===== src/hw/xbar_cfg_pkg.sv =====
// ========================================
// Crossbar configuration
// Port counts, bus widths and address map
// ========================================

package xbar_cfg_pkg;

  // Port counts
  localparam int unsigned N_MGR = 2;
  localparam int unsigned N_SUB = 2;

  localparam int unsigned ADDR_W = 32;
  localparam int unsigned DATA_W = 32;

  // ID widths, the subordinate side adds the manager index on top
  localparam int unsigned MGR_ID_W = 2;
  localparam int unsigned SUB_ID_W = MGR_ID_W + $clog2(N_MGR);

  // Address map, range ends are inclusive
  localparam logic [ADDR_W-1:0] SUB0_BASE = 32'h0000_0000;
  localparam logic [ADDR_W-1:0] SUB0_END  = 32'h0000_FFFF;
  localparam logic [ADDR_W-1:0] SUB1_BASE = 32'h0001_0000;
  localparam logic [ADDR_W-1:0] SUB1_END  = 32'h0001_FFFF;

endpackage


===== src/hw/axi_rd_pkg.sv =====
// ========================================
// AXI read channel types
// Response codes and the AR/R field types
// ========================================

package axi_rd_pkg;

  // RRESP encoding, only the codes this crossbar produces or forwards
  typedef enum logic [1:0] {
    OKAY   = 2'b00,
    DECERR = 2'b11
  } resp_e;

  typedef logic [xbar_cfg_pkg::ADDR_W-1:0]   addr_t;
  typedef logic [xbar_cfg_pkg::DATA_W-1:0]   data_t;

  // Manager side ID
  typedef logic [xbar_cfg_pkg::MGR_ID_W-1:0] mgr_id_t;
  // Subordinate side ID, manager index in the top bit
  typedef logic [xbar_cfg_pkg::SUB_ID_W-1:0] sub_id_t;

endpackage


===== src/hw/ar_r_if.sv =====
// ========================================
// AXI read address and read data channels
// ========================================

`timescale 1ns/1ns

interface ar_r_if #(
  parameter int unsigned ID_W = xbar_cfg_pkg::MGR_ID_W
) ();

  // AR channel
  logic              ar_valid;
  logic              ar_ready;
  logic [ID_W-1:0]   ar_id;
  axi_rd_pkg::addr_t ar_addr;

  // R channel, always a single beat
  logic              r_valid;
  logic              r_ready;
  logic [ID_W-1:0]   r_id;
  axi_rd_pkg::data_t r_data;
  axi_rd_pkg::resp_e r_resp;

  modport mgr (
    output ar_valid, ar_id, ar_addr, r_ready,
    input  ar_ready, r_valid, r_id, r_data, r_resp
  );

  modport sub (
    input  ar_valid, ar_id, ar_addr, r_ready,
    output ar_ready, r_valid, r_id, r_data, r_resp
  );

endinterface


===== src/hw/addr_decoder.sv =====
// ========================================
// AR address decoder
// Picks the subordinate or flags DECERR
// ========================================

`timescale 1ns/1ns

module addr_decoder (
  input  axi_rd_pkg::addr_t addr_i,
  output logic              sub_idx_o,
  output logic              dec_err_o
);

  logic hit_0;
  logic hit_1;

  // Offset from base compared to range size, one unsigned compare per rule
  assign hit_0 = (addr_i - xbar_cfg_pkg::SUB0_BASE) <=
                 (xbar_cfg_pkg::SUB0_END - xbar_cfg_pkg::SUB0_BASE);
  assign hit_1 = (addr_i - xbar_cfg_pkg::SUB1_BASE) <=
                 (xbar_cfg_pkg::SUB1_END - xbar_cfg_pkg::SUB1_BASE);

  assign sub_idx_o = hit_1 && !hit_0;   // Rule 0 wins on overlap
  assign dec_err_o = !(hit_0 || hit_1);

endmodule


===== src/hw/rd_demux.sv =====
// ========================================
// Manager side read demultiplexer
// One read in flight, routed by address
// ========================================

`timescale 1ns/1ns

module rd_demux (
  input  logic                clk_i,
  input  logic                rst_n_i,
  input  logic                ar_valid_i,
  input  axi_rd_pkg::mgr_id_t ar_id_i,
  input  axi_rd_pkg::addr_t   ar_addr_i,
  output logic                ar_ready_o,
  output logic                r_valid_o,
  input  logic                r_ready_i,
  output axi_rd_pkg::mgr_id_t r_id_o,
  output axi_rd_pkg::data_t   r_data_o,
  output axi_rd_pkg::resp_e   r_resp_o,
  ar_r_if.mgr                 sub_port [xbar_cfg_pkg::N_SUB],
  ar_r_if.mgr                 err_port
);

  logic dec_idx;
  logic dec_err;
  logic pend_q;     // A read is in flight
  logic tgt_err_q;  // In-flight read went to the error responder
  logic tgt_idx_q;  // Subordinate of the in-flight read
  logic ar_hs;
  logic r_hs;

  // Subordinate side signals gathered so they can be indexed
  logic [xbar_cfg_pkg::N_SUB-1:0]                      sub_ar_ready;
  logic [xbar_cfg_pkg::N_SUB-1:0]                      sub_r_valid;
  axi_rd_pkg::mgr_id_t [xbar_cfg_pkg::N_SUB-1:0]       sub_r_id;
  axi_rd_pkg::data_t   [xbar_cfg_pkg::N_SUB-1:0]       sub_r_data;
  axi_rd_pkg::resp_e   [xbar_cfg_pkg::N_SUB-1:0]       sub_r_resp;

  addr_decoder u_dec (
    .addr_i    (ar_addr_i),
    .sub_idx_o (dec_idx),
    .dec_err_o (dec_err)
  );

  for (genvar s = 0; s < xbar_cfg_pkg::N_SUB; s++) begin : g_sub
    assign sub_port[s].ar_valid = ar_valid_i && !pend_q && !dec_err && (dec_idx == 1'(s));
    assign sub_port[s].ar_id    = ar_id_i;
    assign sub_port[s].ar_addr  = ar_addr_i;
    assign sub_port[s].r_ready  = r_ready_i && pend_q && !tgt_err_q && (tgt_idx_q == 1'(s));

    assign sub_ar_ready[s] = sub_port[s].ar_ready;
    assign sub_r_valid[s]  = sub_port[s].r_valid;
    assign sub_r_id[s]     = sub_port[s].r_id;
    assign sub_r_data[s]   = sub_port[s].r_data;
    assign sub_r_resp[s]   = sub_port[s].r_resp;
  end

  // Unmapped addresses go to the error responder
  assign err_port.ar_valid = ar_valid_i && !pend_q && dec_err;
  assign err_port.ar_id    = ar_id_i;
  assign err_port.ar_addr  = ar_addr_i;
  assign err_port.r_ready  = r_ready_i && pend_q && tgt_err_q;

  assign ar_ready_o = !pend_q && (dec_err ? err_port.ar_ready : sub_ar_ready[dec_idx]);
  assign r_valid_o  = pend_q && (tgt_err_q ? err_port.r_valid : sub_r_valid[tgt_idx_q]);
  assign r_id_o     = tgt_err_q ? err_port.r_id   : sub_r_id[tgt_idx_q];
  assign r_data_o   = tgt_err_q ? err_port.r_data : sub_r_data[tgt_idx_q];
  assign r_resp_o   = tgt_err_q ? err_port.r_resp : sub_r_resp[tgt_idx_q];

  assign ar_hs = ar_valid_i && ar_ready_o;
  assign r_hs  = r_valid_o && r_ready_i;

  always_ff @(posedge clk_i or negedge rst_n_i) begin
    if (!rst_n_i) begin
      pend_q    <= 1'b0;
      tgt_err_q <= 1'b0;
      tgt_idx_q <= 1'b0;
    end else if (ar_hs) begin
      pend_q    <= 1'b1;
      tgt_err_q <= dec_err;
      tgt_idx_q <= dec_idx;
    end else if (r_hs) begin
      pend_q <= 1'b0;  // Next AR may go in the following cycle
    end
  end

  // Only the target of the read in flight may offer an R beat
  for (genvar s = 0; s < xbar_cfg_pkg::N_SUB; s++) begin : g_r_chk
    a_r_from_target: assert property (@(posedge clk_i) disable iff (!rst_n_i)
      sub_r_valid[s] |-> (pend_q && !tgt_err_q && (tgt_idx_q == 1'(s))))
      else $error("rd_demux: R beat offered by a subordinate with no read in flight");
  end

  a_err_r_target: assert property (@(posedge clk_i) disable iff (!rst_n_i)
    err_port.r_valid |-> (pend_q && tgt_err_q))
    else $error("rd_demux: DECERR beat offered with no matching read in flight");

endmodule


===== src/hw/err_responder.sv =====
// ========================================
// Decode error responder
// Answers each read with one DECERR beat
// ========================================

`timescale 1ns/1ns

module err_responder (
  input logic clk_i,
  input logic rst_n_i,
  ar_r_if.sub slv
);

  typedef enum logic {
    ST_IDLE,
    ST_RESP
  } state_e;

  state_e              state_q;
  axi_rd_pkg::mgr_id_t id_q;     // ID of the accepted read

  assign slv.ar_ready = (state_q == ST_IDLE);
  assign slv.r_valid  = (state_q == ST_RESP);
  assign slv.r_id     = id_q;
  assign slv.r_data   = '0;
  assign slv.r_resp   = axi_rd_pkg::DECERR;

  always_ff @(posedge clk_i or negedge rst_n_i) begin
    if (!rst_n_i) begin
      state_q <= ST_IDLE;
    end else begin
      case (state_q)
        ST_IDLE: if (slv.ar_valid) state_q <= ST_RESP;
        ST_RESP: if (slv.r_ready)  state_q <= ST_IDLE;
        default: state_q <= ST_IDLE;
      endcase
    end
  end

  always_ff @(posedge clk_i) begin
    if (slv.ar_valid && slv.ar_ready) id_q <= slv.ar_id;
  end

  // The demux offers no new read while the DECERR beat waits
  a_no_ar_in_resp: assert property (@(posedge clk_i) disable iff (!rst_n_i)
    slv.r_valid |-> !slv.ar_valid)
    else $error("err_responder: AR offered while the DECERR beat was pending");

endmodule


===== src/hw/rd_mux.sv =====
// ========================================
// Subordinate side read multiplexer
// Round-robin AR, ID extension, R return
// ========================================

`timescale 1ns/1ns

module rd_mux (
  input  logic                clk_i,
  input  logic                rst_n_i,
  ar_r_if.sub                 mgr_ports [xbar_cfg_pkg::N_MGR],
  output logic                ar_valid_o,
  input  logic                ar_ready_i,
  output axi_rd_pkg::sub_id_t ar_id_o,
  output axi_rd_pkg::addr_t   ar_addr_o,
  input  logic                r_valid_i,
  output logic                r_ready_o,
  input  axi_rd_pkg::sub_id_t r_id_i,
  input  axi_rd_pkg::data_t   r_data_i,
  input  axi_rd_pkg::resp_e   r_resp_i
);

  // Manager side AR fields gathered so they can be indexed
  logic [xbar_cfg_pkg::N_MGR-1:0]                req;
  axi_rd_pkg::mgr_id_t [xbar_cfg_pkg::N_MGR-1:0] req_id;
  axi_rd_pkg::addr_t   [xbar_cfg_pkg::N_MGR-1:0] req_addr;
  logic [xbar_cfg_pkg::N_MGR-1:0]                mgr_r_ready;

  logic rr_q;    // Manager favored in the next arbitration
  logic lock_q;  // AR stalled, keep the grant
  logic gnt_q;
  logic sel;
  logic gnt;
  logic r_mgr;
  logic ar_hs;

  for (genvar m = 0; m < xbar_cfg_pkg::N_MGR; m++) begin : g_mgr
    assign req[m]         = mgr_ports[m].ar_valid;
    assign req_id[m]      = mgr_ports[m].ar_id;
    assign req_addr[m]    = mgr_ports[m].ar_addr;
    assign mgr_r_ready[m] = mgr_ports[m].r_ready;

    assign mgr_ports[m].ar_ready = ar_ready_i && (gnt == 1'(m));

    // R goes back to the manager named in the top ID bit
    assign mgr_ports[m].r_valid = r_valid_i && (r_mgr == 1'(m));
    assign mgr_ports[m].r_id    = r_id_i[xbar_cfg_pkg::MGR_ID_W-1:0];
    assign mgr_ports[m].r_data  = r_data_i;
    assign mgr_ports[m].r_resp  = r_resp_i;
  end

  // Favored manager wins unless only the other one requests
  assign sel = (req[rr_q] || !req[~rr_q]) ? rr_q : ~rr_q;
  assign gnt = lock_q ? gnt_q : sel;

  assign ar_valid_o = req[gnt];
  assign ar_id_o    = {gnt, req_id[gnt]};  // Manager index on top
  assign ar_addr_o  = req_addr[gnt];
  assign ar_hs      = ar_valid_o && ar_ready_i;

  assign r_mgr     = r_id_i[xbar_cfg_pkg::SUB_ID_W-1];
  assign r_ready_o = mgr_r_ready[r_mgr];

  always_ff @(posedge clk_i or negedge rst_n_i) begin
    if (!rst_n_i) begin
      rr_q   <= 1'b0;
      lock_q <= 1'b0;
      gnt_q  <= 1'b0;
    end else begin
      lock_q <= ar_valid_o && !ar_ready_i;
      gnt_q  <= gnt;
      if (ar_hs) begin
        rr_q <= gnt + 1'b1;  // Move past the winner
      end
    end
  end

  // Stalled AR keeps its manager and payload until the subordinate takes it
  a_grant_locked: assert property (@(posedge clk_i) disable iff (!rst_n_i)
    (ar_valid_o && !ar_ready_i) |=>
      (ar_valid_o && $stable(ar_id_o) && $stable(ar_addr_o)))
    else $error("rd_mux: AR dropped or changed while waiting for ready");

endmodule


===== src/hw/xbar_top.sv =====
// ========================================
// Two by two AXI read crossbar
// ========================================

`timescale 1ns/1ns

module xbar_top (
  input  logic                                          clk_i,
  input  logic                                          rst_n_i,
  // Manager ports
  input  logic [xbar_cfg_pkg::N_MGR-1:0]                mgr_ar_valid_i,
  output logic [xbar_cfg_pkg::N_MGR-1:0]                mgr_ar_ready_o,
  input  axi_rd_pkg::mgr_id_t [xbar_cfg_pkg::N_MGR-1:0] mgr_ar_id_i,
  input  axi_rd_pkg::addr_t   [xbar_cfg_pkg::N_MGR-1:0] mgr_ar_addr_i,
  output logic [xbar_cfg_pkg::N_MGR-1:0]                mgr_r_valid_o,
  input  logic [xbar_cfg_pkg::N_MGR-1:0]                mgr_r_ready_i,
  output axi_rd_pkg::mgr_id_t [xbar_cfg_pkg::N_MGR-1:0] mgr_r_id_o,
  output axi_rd_pkg::data_t   [xbar_cfg_pkg::N_MGR-1:0] mgr_r_data_o,
  output axi_rd_pkg::resp_e   [xbar_cfg_pkg::N_MGR-1:0] mgr_r_resp_o,
  // Subordinate ports
  output logic [xbar_cfg_pkg::N_SUB-1:0]                sub_ar_valid_o,
  input  logic [xbar_cfg_pkg::N_SUB-1:0]                sub_ar_ready_i,
  output axi_rd_pkg::sub_id_t [xbar_cfg_pkg::N_SUB-1:0] sub_ar_id_o,
  output axi_rd_pkg::addr_t   [xbar_cfg_pkg::N_SUB-1:0] sub_ar_addr_o,
  input  logic [xbar_cfg_pkg::N_SUB-1:0]                sub_r_valid_i,
  output logic [xbar_cfg_pkg::N_SUB-1:0]                sub_r_ready_o,
  input  axi_rd_pkg::sub_id_t [xbar_cfg_pkg::N_SUB-1:0] sub_r_id_i,
  input  axi_rd_pkg::data_t   [xbar_cfg_pkg::N_SUB-1:0] sub_r_data_i,
  input  axi_rd_pkg::resp_e   [xbar_cfg_pkg::N_SUB-1:0] sub_r_resp_i
);

  for (genvar m = 0; m < xbar_cfg_pkg::N_MGR; m++) begin : g_mgr
    ar_r_if #(.ID_W(xbar_cfg_pkg::MGR_ID_W)) sub_if [xbar_cfg_pkg::N_SUB] ();
    ar_r_if #(.ID_W(xbar_cfg_pkg::MGR_ID_W)) err_if ();

    rd_demux u_demux (
      .clk_i      (clk_i),
      .rst_n_i    (rst_n_i),
      .ar_valid_i (mgr_ar_valid_i[m]),
      .ar_id_i    (mgr_ar_id_i[m]),
      .ar_addr_i  (mgr_ar_addr_i[m]),
      .ar_ready_o (mgr_ar_ready_o[m]),
      .r_valid_o  (mgr_r_valid_o[m]),
      .r_ready_i  (mgr_r_ready_i[m]),
      .r_id_o     (mgr_r_id_o[m]),
      .r_data_o   (mgr_r_data_o[m]),
      .r_resp_o   (mgr_r_resp_o[m]),
      .sub_port   (sub_if),
      .err_port   (err_if)
    );

    err_responder u_err (
      .clk_i   (clk_i),
      .rst_n_i (rst_n_i),
      .slv     (err_if)
    );
  end

  for (genvar s = 0; s < xbar_cfg_pkg::N_SUB; s++) begin : g_sub
    ar_r_if #(.ID_W(xbar_cfg_pkg::MGR_ID_W)) mgr_if [xbar_cfg_pkg::N_MGR] ();

    rd_mux u_mux (
      .clk_i      (clk_i),
      .rst_n_i    (rst_n_i),
      .mgr_ports  (mgr_if),
      .ar_valid_o (sub_ar_valid_o[s]),
      .ar_ready_i (sub_ar_ready_i[s]),
      .ar_id_o    (sub_ar_id_o[s]),
      .ar_addr_o  (sub_ar_addr_o[s]),
      .r_valid_i  (sub_r_valid_i[s]),
      .r_ready_o  (sub_r_ready_o[s]),
      .r_id_i     (sub_r_id_i[s]),
      .r_data_i   (sub_r_data_i[s]),
      .r_resp_i   (sub_r_resp_i[s])
    );
  end

  // Crossing, demux m port s meets mux s port m
  for (genvar m = 0; m < xbar_cfg_pkg::N_MGR; m++) begin : g_cross_m
    for (genvar s = 0; s < xbar_cfg_pkg::N_SUB; s++) begin : g_cross_s
      assign g_sub[s].mgr_if[m].ar_valid = g_mgr[m].sub_if[s].ar_valid;
      assign g_sub[s].mgr_if[m].ar_id    = g_mgr[m].sub_if[s].ar_id;
      assign g_sub[s].mgr_if[m].ar_addr  = g_mgr[m].sub_if[s].ar_addr;
      assign g_sub[s].mgr_if[m].r_ready  = g_mgr[m].sub_if[s].r_ready;
      assign g_mgr[m].sub_if[s].ar_ready = g_sub[s].mgr_if[m].ar_ready;
      assign g_mgr[m].sub_if[s].r_valid  = g_sub[s].mgr_if[m].r_valid;
      assign g_mgr[m].sub_if[s].r_id     = g_sub[s].mgr_if[m].r_id;
      assign g_mgr[m].sub_if[s].r_data   = g_sub[s].mgr_if[m].r_data;
      assign g_mgr[m].sub_if[s].r_resp   = g_sub[s].mgr_if[m].r_resp;
    end
  end

endmodule


===== config.mk =====
export PLATFORM = sky130hd
export DESIGN_NAME = xbar_top
export DESIGN_NICKNAME = d
export VERILOG_FILES = /design/src/hw/xbar_cfg_pkg.sv /design/src/hw/axi_rd_pkg.sv /design/src/hw/ar_r_if.sv /design/src/hw/addr_decoder.sv /design/src/hw/rd_demux.sv /design/src/hw/err_responder.sv /design/src/hw/rd_mux.sv /design/src/hw/xbar_top.sv
export SDC_FILE = /design/constraint.sdc
export NUM_CORES = 1
export LEC_CHECK = 0
export ABC_AREA = 1
export BUFFER_PORTS_ARGS = -buffer_cell sky130_fd_sc_hd__buf_2
export CORE_AREA = 2 2 118 120
export DETAILED_ROUTE_END_ITERATION = 6
export DIE_AREA = 0 0 120 122
export GPL_ROUTABILITY_DRIVEN = 0
export RECOVER_POWER = 25
export SYNTH_ARGS = -nofsm -noshare
export SYNTH_HDL_FRONTEND = slang
export SYNTH_SLANG_ARGS = --single-unit

===== constraint.sdc =====
create_clock -name clk_i -period 4.18 [get_ports clk_i]
set_input_delay 0.418 -clock clk_i [delete_from_list [all_inputs] [get_ports clk_i]]
set_output_delay 0.418 -clock clk_i [all_outputs]
set_load 0.03 [all_outputs]

# Word-level counts from Yosys, hierarchy flattened
# Index checks and enable logic that the tools add are counted.
[classes]
add_sub_neg = 4
order_cmp = 16
muxes = 68
bitwise_logic = 12
n_reduce_logical = 62
[ops]
columns = ["cell", "n"]
rows = [
  ["2-to-1 mux 32 bit", 10],
  ["<= comparator 32 x 16 -> 1 bit, second input constant", 4],
  ["subtractor 32 x 17 -> 32 bit, second input constant", 2],
  ["logical AND 1 bit", 44],
  ["2-to-1 mux 1 bit", 40],
  ["2-to-1 mux 2 bit", 16],
  ["< comparator 1 x 2 -> 1 bit, second input constant", 12],
  ["logical NOT 1 bit", 12],
  ["NOT 1 bit", 12],
  ["logical OR 1 bit", 4],
  ["one-hot mux 1 bit (2 select lines)", 2],
  ["nonzero test 2 bit", 2],
  ["adder 1 bit, second input constant", 2],
]
[word_totals]
register_bits = 18
in_bits = 152
out_inout_bits = 150
wordCells = 178

# Depth between registers and ports, before layout
# Gate-level depths: netlist of run 1.
[logic_depth]
depth_word = 19
depth_mapped = 18
ltp_nobuf = 18

# Modules after synthesis
# Synthesis of run 1 repeated with hierarchy kept, for this count alone.
[hier_totals]
hier_cells = 1282
hier_area_um2 = 7547.2
[by_module_without_submodules]
columns = ["mod", "instances", "cells_each", "area_per_inst_um2", "seq_area_each_um2"]
rows = [
  ["rd_demux", 2, 302, 1794.2, 75.1],
  ["rd_mux", 2, 212, 1193.6, 75.1],
  ["addr_decoder", 2, 82, 410.4, 0.0],
  ["err_responder", 2, 45, 375.4, 85.1],
]

# Worst setup path after synthesis of run 1
# No wires, ideal clock.
[synth_timing]
path_type = "in2out"
startpoint = "input port mgr_ar_addr_i[50] (netlist name)"
endpoint = "output port sub_ar_addr_o[0] (netlist name)"
arrival_time_ns = 2.285
required_time_ns = 3.762
path_slack_ns = 1.477
stages = 11
n_path_buf = 2
cell_sequence = "nor2_1 > nand2_1 > nor2_1 > nand2_1 > nor2_1 > inv_1 > nand2_1 > a21oi_4 > buf_2 > buf_2 > o21ai_0"
[synth_lines]
columns = ["element", "line", "source"]
rows = [
  ["from (decl)", "xbar_top.sv:14", "input axi_rd_pkg::addr_t [xbar_cfg_pkg::N_MGR-1:0] mgr_ar_addr_i,"],
  ["to (decl)", "xbar_top.sv:24", "output axi_rd_pkg::addr_t [xbar_cfg_pkg::N_SUB-1:0] sub_ar_addr_o,"],
]

# Final worst setup path of run 1
[layout_timing]
startpoint = "input port mgr_ar_addr_i[22] (netlist name)"
endpoint = "output port mgr_ar_ready_o[0] (netlist name)"
[layout_between]
elab_chain_len = 17
word_cells_on_any_way = 34
cone_classes = "add/sub: 1; order compare: 2; mux: 15; bitwise: 3; reduce/logical: 13"
[layout_lines]
columns = ["element", "line", "source"]
rows = [
  ["subtractor 32 x 17 -> 32 bit / <= comparator 32 x 16 -> 1 bit (equally long branches)", "addr_decoder.sv:20, addr_decoder.sv:18", ""],
  ["<= comparator 32 x 16 -> 1 bit / logical NOT 1 bit (equally long branches)", "addr_decoder.sv:20, addr_decoder.sv:23", ""],
  ["logical OR 1 bit / logical AND 1 bit (equally long branches)", "addr_decoder.sv:24, addr_decoder.sv:23", ""],
  ["logical AND 1 bit / NOT 1 bit (equally long branches)", "rd_demux.sv:46", "assign sub_port[s].ar_valid = ar_valid_i && !pend_q && !dec_err && (dec_idx == 1'(s));"],
  ["logical AND 1 bit", "rd_demux.sv:46", ""],
  ["2-to-1 mux 1 bit (implied by the code) (2 in a row)", "rd_mux.sv:53", "assign sel = (req[rr_q] || !req[~rr_q]) ? rr_q : ~rr_q;"],
  ["logical NOT 1 bit", "rd_mux.sv:53", ""],
  ["logical OR 1 bit", "rd_mux.sv:53", ""],
  ["2-to-1 mux 1 bit", "rd_mux.sv:53", ""],
  ["2-to-1 mux 1 bit", "rd_mux.sv:54", "assign gnt = lock_q ? gnt_q : sel;"],
  ["NOT 1 bit", "rd_mux.sv:43", "assign mgr_ports[m].ar_ready = ar_ready_i && (gnt == 1'(m));"],
  ["logical AND 1 bit", "rd_mux.sv:43", ""],
  ["2-to-1 mux 1 bit (implied by the code) (2 in a row)", "rd_demux.sv:64", "assign ar_ready_o = !pend_q && (dec_err ? err_port.ar_ready : sub_ar_ready[dec_idx]);"],
  ["2-to-1 mux 1 bit (*)", "rd_demux.sv:64", ""],
  ["logical AND 1 bit (*)", "rd_demux.sv:64", ""],
  ["to (decl)", "xbar_top.sv:12", "output logic [xbar_cfg_pkg::N_MGR-1:0] mgr_ar_ready_o,"],
]
# Mark *: on every way between the ends. The rest lies on a longest branch, timed or not. The select of a mux whose other input is x is not followed.

==> results of run 1 <==
## cell families after synthesis
family / synth area share (%)
AND/OR/NAND/NOR: 47.9
buffers and inverters: 14.6
flip-flops: 13.6
AO/OA/AOI/OAI: 23.9
## power groups by stage
stage	sequential [mW]	clock [mW]	combinational, mW
CTS	0.255	0.196	1.43
global placement	0.257	0	1.43
finish	0.254	0.193	1.41
global route	0.261	0.204	1.52
detailed placement	0.258	0	1.43
floorplan	0.246	0	0.998
## cell usage after synthesis (all sizes together)
library cell / n / share of area (%)
nor2: 177 / 20
nand2: 162 / 18
o21ai: 143 / 21
inv: 72 / 7.8
nand3: 44 / 6.5
clkbuf: 27 / 2.9
buf: 20 / 3.9
dfrtp: 14 / 10
a21oi: 13 / 2.3
nor3: 7 / 1.0
nand4: 6 / 1.1
edfxtp: 4 / 3.5
nand3b: 4 / 0.87
and2: 2 / 0.36
o211ai: 2 / 0.43
o31ai: 2 / 0.43
or2: 2 / 0.36
## layer usage
layer / routed length [um] / share of wire (%)
met1: 6130 / 40
met2: 7810 / 51
met3: 1240 / 8.1
met4: 162 / 1.1
met5: 0 / 0
## worst min-delay path by stage
stage                  from                                    to  slack [ns]  depth (start not counted)
floorplan           rst_n_i   g_mgr[0].u_demux.pend_q$_DFFE_PN0P_        0.12                          0
global placement    rst_n_i   g_mgr[0].u_demux.pend_q$_DFFE_PN0P_        0.33                          1
detailed placement  rst_n_i  g_mgr[0].u_err.slv.r_valid$_DFF_PN0_        0.33                          1
CTS                 rst_n_i       g_sub[1].u_mux.lock_q$_DFF_PN0_        0.07                          1
global route        rst_n_i  g_mgr[1].u_err.slv.r_valid$_DFF_PN0_        0.30                          1
finish              rst_n_i        g_sub[0].u_mux.gnt_q$_DFF_PN0_        0.21                          1
## registers in the layout, summed over array words and instances, names as in the netlist
| register | count |
|---|---|
| g_mgr.u_err.slv.r_id | 4 |
| g_mgr.u_demux.pend_q | 2 |
| g_mgr.u_demux.tgt_err_q | 2 |
| g_mgr.u_demux.tgt_idx_q | 2 |
| g_mgr.u_err.slv.r_valid | 2 |
| g_sub.u_mux.gnt_q | 2 |
| g_sub.u_mux.lock_q | 2 |
| g_sub.u_mux.rr_q | 2 |
## worst register-to-register path: cells and delay by family (launching register included)
family	cells	cell delay, ns
AO/OA/AOI/OAI	2	0.66
AND/OR/NAND/NOR	8	0.84
buffers and inverters	2	0.32
flip-flops	1	0.38
## cell type report
type                       count  area (um^2)
fill                        1572         8470
inverter                      72          270
multi-input combinational    564         2480
timing repair buffer         305         1510
antenna                        1         2.50
sequential                    18          470
tap                          180          225
clock buffer                   4         78.8
## cell usage in the layout, fill, tap and decap left out
cell,count
a21oi_1,11
a21oi_2,1
a21oi_4,1
and2_1,2
buf_2,281
buf_4,4
clkbuf_1,21
clkbuf_16,3
dfrtp_1,14
diode_2,1
edfxtp_1,4
inv_1,69
inv_2,3
nand2_1,159
nand2_2,2
nand2_4,1
nand3_1,43
nand3_2,1
nand3b_1,4
nand4_1,6
nor2_1,174
nor2_2,2
nor2_4,1
nor3_1,7
o211ai_1,2
o21ai_0,142
o21ai_1,1
o31ai_1,2
or2_2,2
## metrics by stage
step / power, mW / worst slack [ns] / area [um^2] / hold slack, ns / util, %
global route: 1.99 / 0.441 / 5030 / 0.300 / 37.3
floorplan: 1.24 / 1.48 / 3460 / 0.122 / -
CTS: 1.88 / 1.02 / 5060 / 0.0700 / 37.5
finish: 1.86 / 0.905 / 5030 / 0.213 / 37.3
global placement: 1.68 / 1.09 / 4990 / 0.328 / 36.9
detailed placement: 1.68 / 1.03 / 4990 / 0.334 / 36.9
==> results.yml, run 1 <==
timing:
  rsz0062_at_grt: "false"
  hold_viol_final: 0
  slew_viol_final: 0
  fin_skew_ns: 0.00181
  tns_ns: 0
  setup_viol: 0
  period_share_pct: 78.3
  fin_crit_ns: 3.27
  fmax_mhz: 305
  worst_slew_pin_slew_ns: 1.09
  max_slew_margin_pct: 27.3
run_status:
  status: "completed"
global_routing:
  antenna_found_initial: 1
  grt_first_pass_wirelength_mm: 22.7
  overflow: 0
  busiest_layer: "met2"
  grtUsageMet2_pct: 36.2
  grt_max_degree: 74
  grt.total_usage_pct: 18.9
  use_met3_pct: 2.86
  grt_use_met1_pct: 22.2
  grt_pass1_vias: 4625
pwr:
  switching_power_mw: 1.14
  pwr-share-comb_pct: 76.0
  power_density_nw_per_um2: 370
  p_leak_nw: 3.04
  clkPwrFrac_pct: 10.4
  p_sw_share_pct: 61.5
  p_int_mw: 0.717
  seqPwrFrac_pct: 13.7
  ir_worst_vdd_uv: 147
setup_path:
  crit_chain: "clkbuf_1 > nor2_1 > nand2_1 > nor2_4 > nand2_1 > a21oi_1 > nand2_1 > nor2_1 > nand2_1 > nand2_1 > nand2_2 > nand2_4 > nand2_1 > nand2_1 > and2_1 > buf_2"
  critPathMaxFanout: 73
  regToRegSetupSlack_ns: 1.87
  endpoint: "mgr_ar_ready_o[0]"
  critical_path_depth: 16
  rr_startpoint: "g_mgr[0].u_demux.pend_q$_DFFE_PN0P_"
  slowest_stage: "nand2_4"
  critPathLaunchType: "primary input"
  cp_slowest_stage_delay_ns: 0.46
  crit_arrival_ns: 2.86
  r2r_cells: 12
  crit_type: "primary input to output pin"
  critPathCaptureType: "output pin"
  critPathMostFrequentCell: "nand2_1"
  critPathRequiredTime_ns: 3.76
  rr_endpoint: "g_mgr[0].u_demux.tgt_idx_q$_DFFE_PN0P_"
  crit_family: "simple AND/OR/NAND/NOR gates"
  startpoint: "mgr_ar_addr_i[22]"
  crit_buf_inv: 2
yosys:
  seq_area_frac_synth_pct: 13.6
  yosys_warnings: 0
  synth_cell_types: 28
  postSynthAreaPerCell_um2: 4.94
  synthCells: 701
  synth_fp_nets: 853
  ys_seq_elements: 18
  synth_area_um2: 3460
detailed_routing:
  route.detailed.drc: 0
  drt_iter0_drc: 311
  vias_per_cell: 4.69
  drtAntennaViolNets: 0
  wl_per_cell_um: 13.4
  drt-total-wl_mm: 15.3
  drt-pass1-iter-count: 7
  vias: 5364
clock_network:
  cts_buffers: 3
  ctsHoldBuffers: 0
  cts.clk_slew.worst_paths_ns: 0.05
  clockBufferDepth: 2
  cts_tree: "yes"
  clk_latency_ns: 0.25
  cts_setup_buffers: 0
  cts_root_buf: "clkbuf_16"
  htreeDepth: 1
  ctsResizeCount: 0
  cts_sinks: 18
placement:
  io_buffers: 301
  dp.cells: 1139
  place_hpwl_mm: 12.3
floorplanning:
  initial_core_util_pct: 25.6
  die_x_um: 120
  core-area_um2: 13500
  ios: 302
  rows: 43
  die_area_um2: 14600
  die-height_um: 122
job:
  drv_cap: 0
finish:
  finalNonFillerCells: 1144
  syn_to_final_growth_pct: 45.5
  nets: 1116
  drive_above_1_share_pct: 31.4
min_path:
  hp-class: "primary input to asynchronous set/reset pin"
(Power assumes the default switching activity.)
==> run 2: changes to the inputs <==
- ABC_AREA: 1 -> 0
- clock period: 4.18 -> 3.3 ns (I/O delays scaled with it)
==> run 2 against run 1 <==
Net effect: utilization rose by 0.56 points; synthesized cell count fell by 43%; register-to-register slack worse by 0.87 ns; global-route usage is 0.75 points lower; first-iteration DRC count shrank 32%; critical path depth fell by 7; setup slack got worse by 0.75 ns; the run now ends with max-capacitance violations, max-slew violations left; sequential share of layout area shrank 0.14 points; critical path type unchanged; die area unchanged; clock power grew 46%; combinational power rose by 20%; final cell count fell by 25%.
==> results.yml, run 2 <==
run_status:
  status: "finished, violations left"
  violations: "max-capacitance violations, max-slew violations"
finish:
  register_area_um2: 470
  syn_to_final_growth_pct: 50.4
  layout_commonest_cell: "buf_2"
  final_core_util_pct: 37.8
  n_fill_cell: 1453
  final_cell_mix: "280 x buf_2, 77 x nor2_1, 68 x mux2i_1"
  drive_above_1_share_pct: 55.2
  largest_reg_flops: 4
  nets: 830
  multi_input_area_um2: 2700
setup_path:
  cp_slowest_stage_delay_ns: 0.46
  critPathCaptureType: "output pin"
  critPathMostFrequentCell: "buf_2"
  slowest_stage: "nor4_1"
  crit_buf_inv: 3
  crit_arrival_ns: 2.81
  crit_family: "simple AND/OR/NAND/NOR gates"
  critPathMaxFanout: 36
  critPathRequiredTime_ns: 2.97
  crit_chain: "buf_2 > nor4_1 > and4_2 > nand3_4 > maj3_2 > mux2i_4 > buf_12 > mux2_2 > buf_2"
  critPathLaunchType: "primary input"
  crit_type: "primary input to output pin"
clock_network:
  cts_tree: "yes"
  cts_root_buf: "clkbuf_16"
  cts.clk_slew.worst_paths_ns: 0.06
  cts_setup_buffers: 0
  htreeDepth: 1
  clk_latency_ns: 0.26
  cts_sinks: 18
  cts_buffers: 3
  clockBufferDepth: 2
yosys:
  synthArstFlopShare_pct: 77.8
  synthFlopType: "dfrtp_1"
  postSynthAreaPerCell_um2: 8.52
  synth_commonest_cells: "77 x nor2_1, 68 x mux2i_1, 41 x mux2_2"
  synth_area_um2: 3400
  synth_top_cell_by_area: "mux2i_1"
  synth_most_common_cell: "nor2_1"
  synthCells: 399
  ys_seq_elements: 18
  netlist_top_cells_area: "mux2i_1 20%, mux2_2 14%, mux2_4 12%"
  yosys_warnings: 0
  synth_fp_nets: 551
  synth_top_area_share_pct: 20.0
  synth-edff-count: 4
  seq_area_frac_synth_pct: 13.8
  synth_cell_types: 58
timing:
  worst_slew_pin_slew_ns: 1.58
  fin_crit_ns: 3.14
  tns_ns: 0
  fmax_mhz: 318
  period_share_pct: 95.2
  slew_viol_final: 33
  fin_skew_ns: 0.00498
  max_slew_margin_pct: -5.05
  hold_viol_final: 0
  setup_viol: 0
  rsz0062_at_grt: "false"
floorplanning:
  initial_core_util_pct: 25.2
  core-area_um2: 13500
  rows: 43
  ios: 302
  die_area_um2: 14600
  die-height_um: 122
  die_x_um: 120
placement:
  place_hpwl_mm: 12.0
  io_buffers: 301
global_routing:
  grt_first_pass_wirelength_mm: 21.2
  busiest_layer: "met2"
  grt_use_met1_pct: 21.6
  grt.total_usage_pct: 18.1
  grt_pass1_vias: 3991
  grtUsageMet2_pct: 32.5
  antenna_found_initial: 2
  use_met3_pct: 3.18
  overflow: 0
  grt_max_degree: 39
detailed_routing:
  drtAntennaViolNets: 0
  wl_per_cell_um: 16.9
  vias_per_cell: 4.91
  route.detailed.drc: 0
  drt-pass1-iter-count: 4
  drt-total-wl_mm: 14.5
  drt_iter0_drc: 213
  vias: 4212
min_path:
  hp-class: "primary input to flop"
pwr:
  p_leak_nw: 2.55
  power_density_nw_per_um2: 482
  fin_total_pwr_mw: 2.46
  ir_worst_vdd_uv: 216
job:
  drv_cap: 1
==> run 2: cell count changes in the layout (fill, tap and decap cells not counted), moves of 9 or more <==
cell,change
nand2_1,-143
o21ai_0,-135
nor2_1,-97
mux2i_1,+68
inv_1,-63
mux2_2,+41
nand3_1,-37
mux2_4,+28
a21oi_1,-9
==> run 2: repair_timing <==
item / CTS / global route
hold endpoints to repair: 14 / 0
resized for setup: 0 / 1
hold buffers: 1 / 0
endpoints found under the setup margin: 0 / 1
==> run 2: cell families (layout without fill, tap and decap cells) <==
logic type,Yosys count,in the layout,synth area share (%)
flops,18,18,13.8
compound gates,49,49,11.0
mux,138,138,46.6
other cells,0,1,0
fa+ha+maj,2,2,0.626
buf+inv,45,323,7.25
simple gates,147,147,20.7
==> run 2: power by group <==
group          switching (mW)  internal (mW)  total, mW
combinational           0.906          0.784       1.69
clock                  0.0961          0.185      0.281
sequential              0.208          0.283      0.491
total                    1.21           1.25       2.46
==> run 2: path summary, 6_finish.rpt <==
check	from	end	slack, ns	cells past startpoint
setup reg to reg	g_mgr[1].u_demux.tgt_idx_q$_DFFE_PN0P_	g_mgr[1].u_demux.pend_q$_DFFE_PN0P_	1.00	5
setup / recovery	mgr_ar_addr_i[28]	sub_ar_addr_o[63]	0.16	9
hold / removal	sub_ar_ready_i[0]	g_sub[0].u_mux.lock_q$_DFF_PN0_	0.28	2
hold reg to reg	g_sub[0].u_mux.lock_q$_DFF_PN0_	g_sub[0].u_mux.lock_q$_DFF_PN0_	0.49	1
max in group asynchronous	rst_n_i	g_sub[1].u_mux.gnt_q$_DFF_PN0_	2.08	2
min in group asynchronous	rst_n_i	g_sub[0].u_mux.gnt_q$_DFF_PN0_	0.69	2
==> run 2: metal layers <==
metal | share of wire, % | wire [um]
met4 | 2.1 | 309
met3 | 8.1 | 1180
met2 | 49 | 7150
met5 | 0.069 | 10
met1 | 40 | 5830
==> run 2: per-stage QoR <==
stage | setup slack (ns) | cell area, um^2 | hold slack, ns | cells
floorplan | 0.638 | 3400 | 0.0344 | 399
global placement | 0.186 | 5030 | 0.253 | 852
detailed placement | 0.143 | 5030 | 0.260 | 852
CTS | 0.137 | 5130 | 0.266 | 857
global route | 0.0401 | 5110 | 0.294 | 858
finish | 0.157 | 5110 | 0.277 | 858
==> run 2: area by class of cell <==
type / instances / area share [%]
inverters: 6 / 0.441
multi-input cells: 336 / 52.9
flip-flops and latches: 18 / 9.21
well taps: 180 / 4.41
diodes: 1 / 0.0490
clock buffers: 4 / 1.74
repair buffers: 313 / 31.3
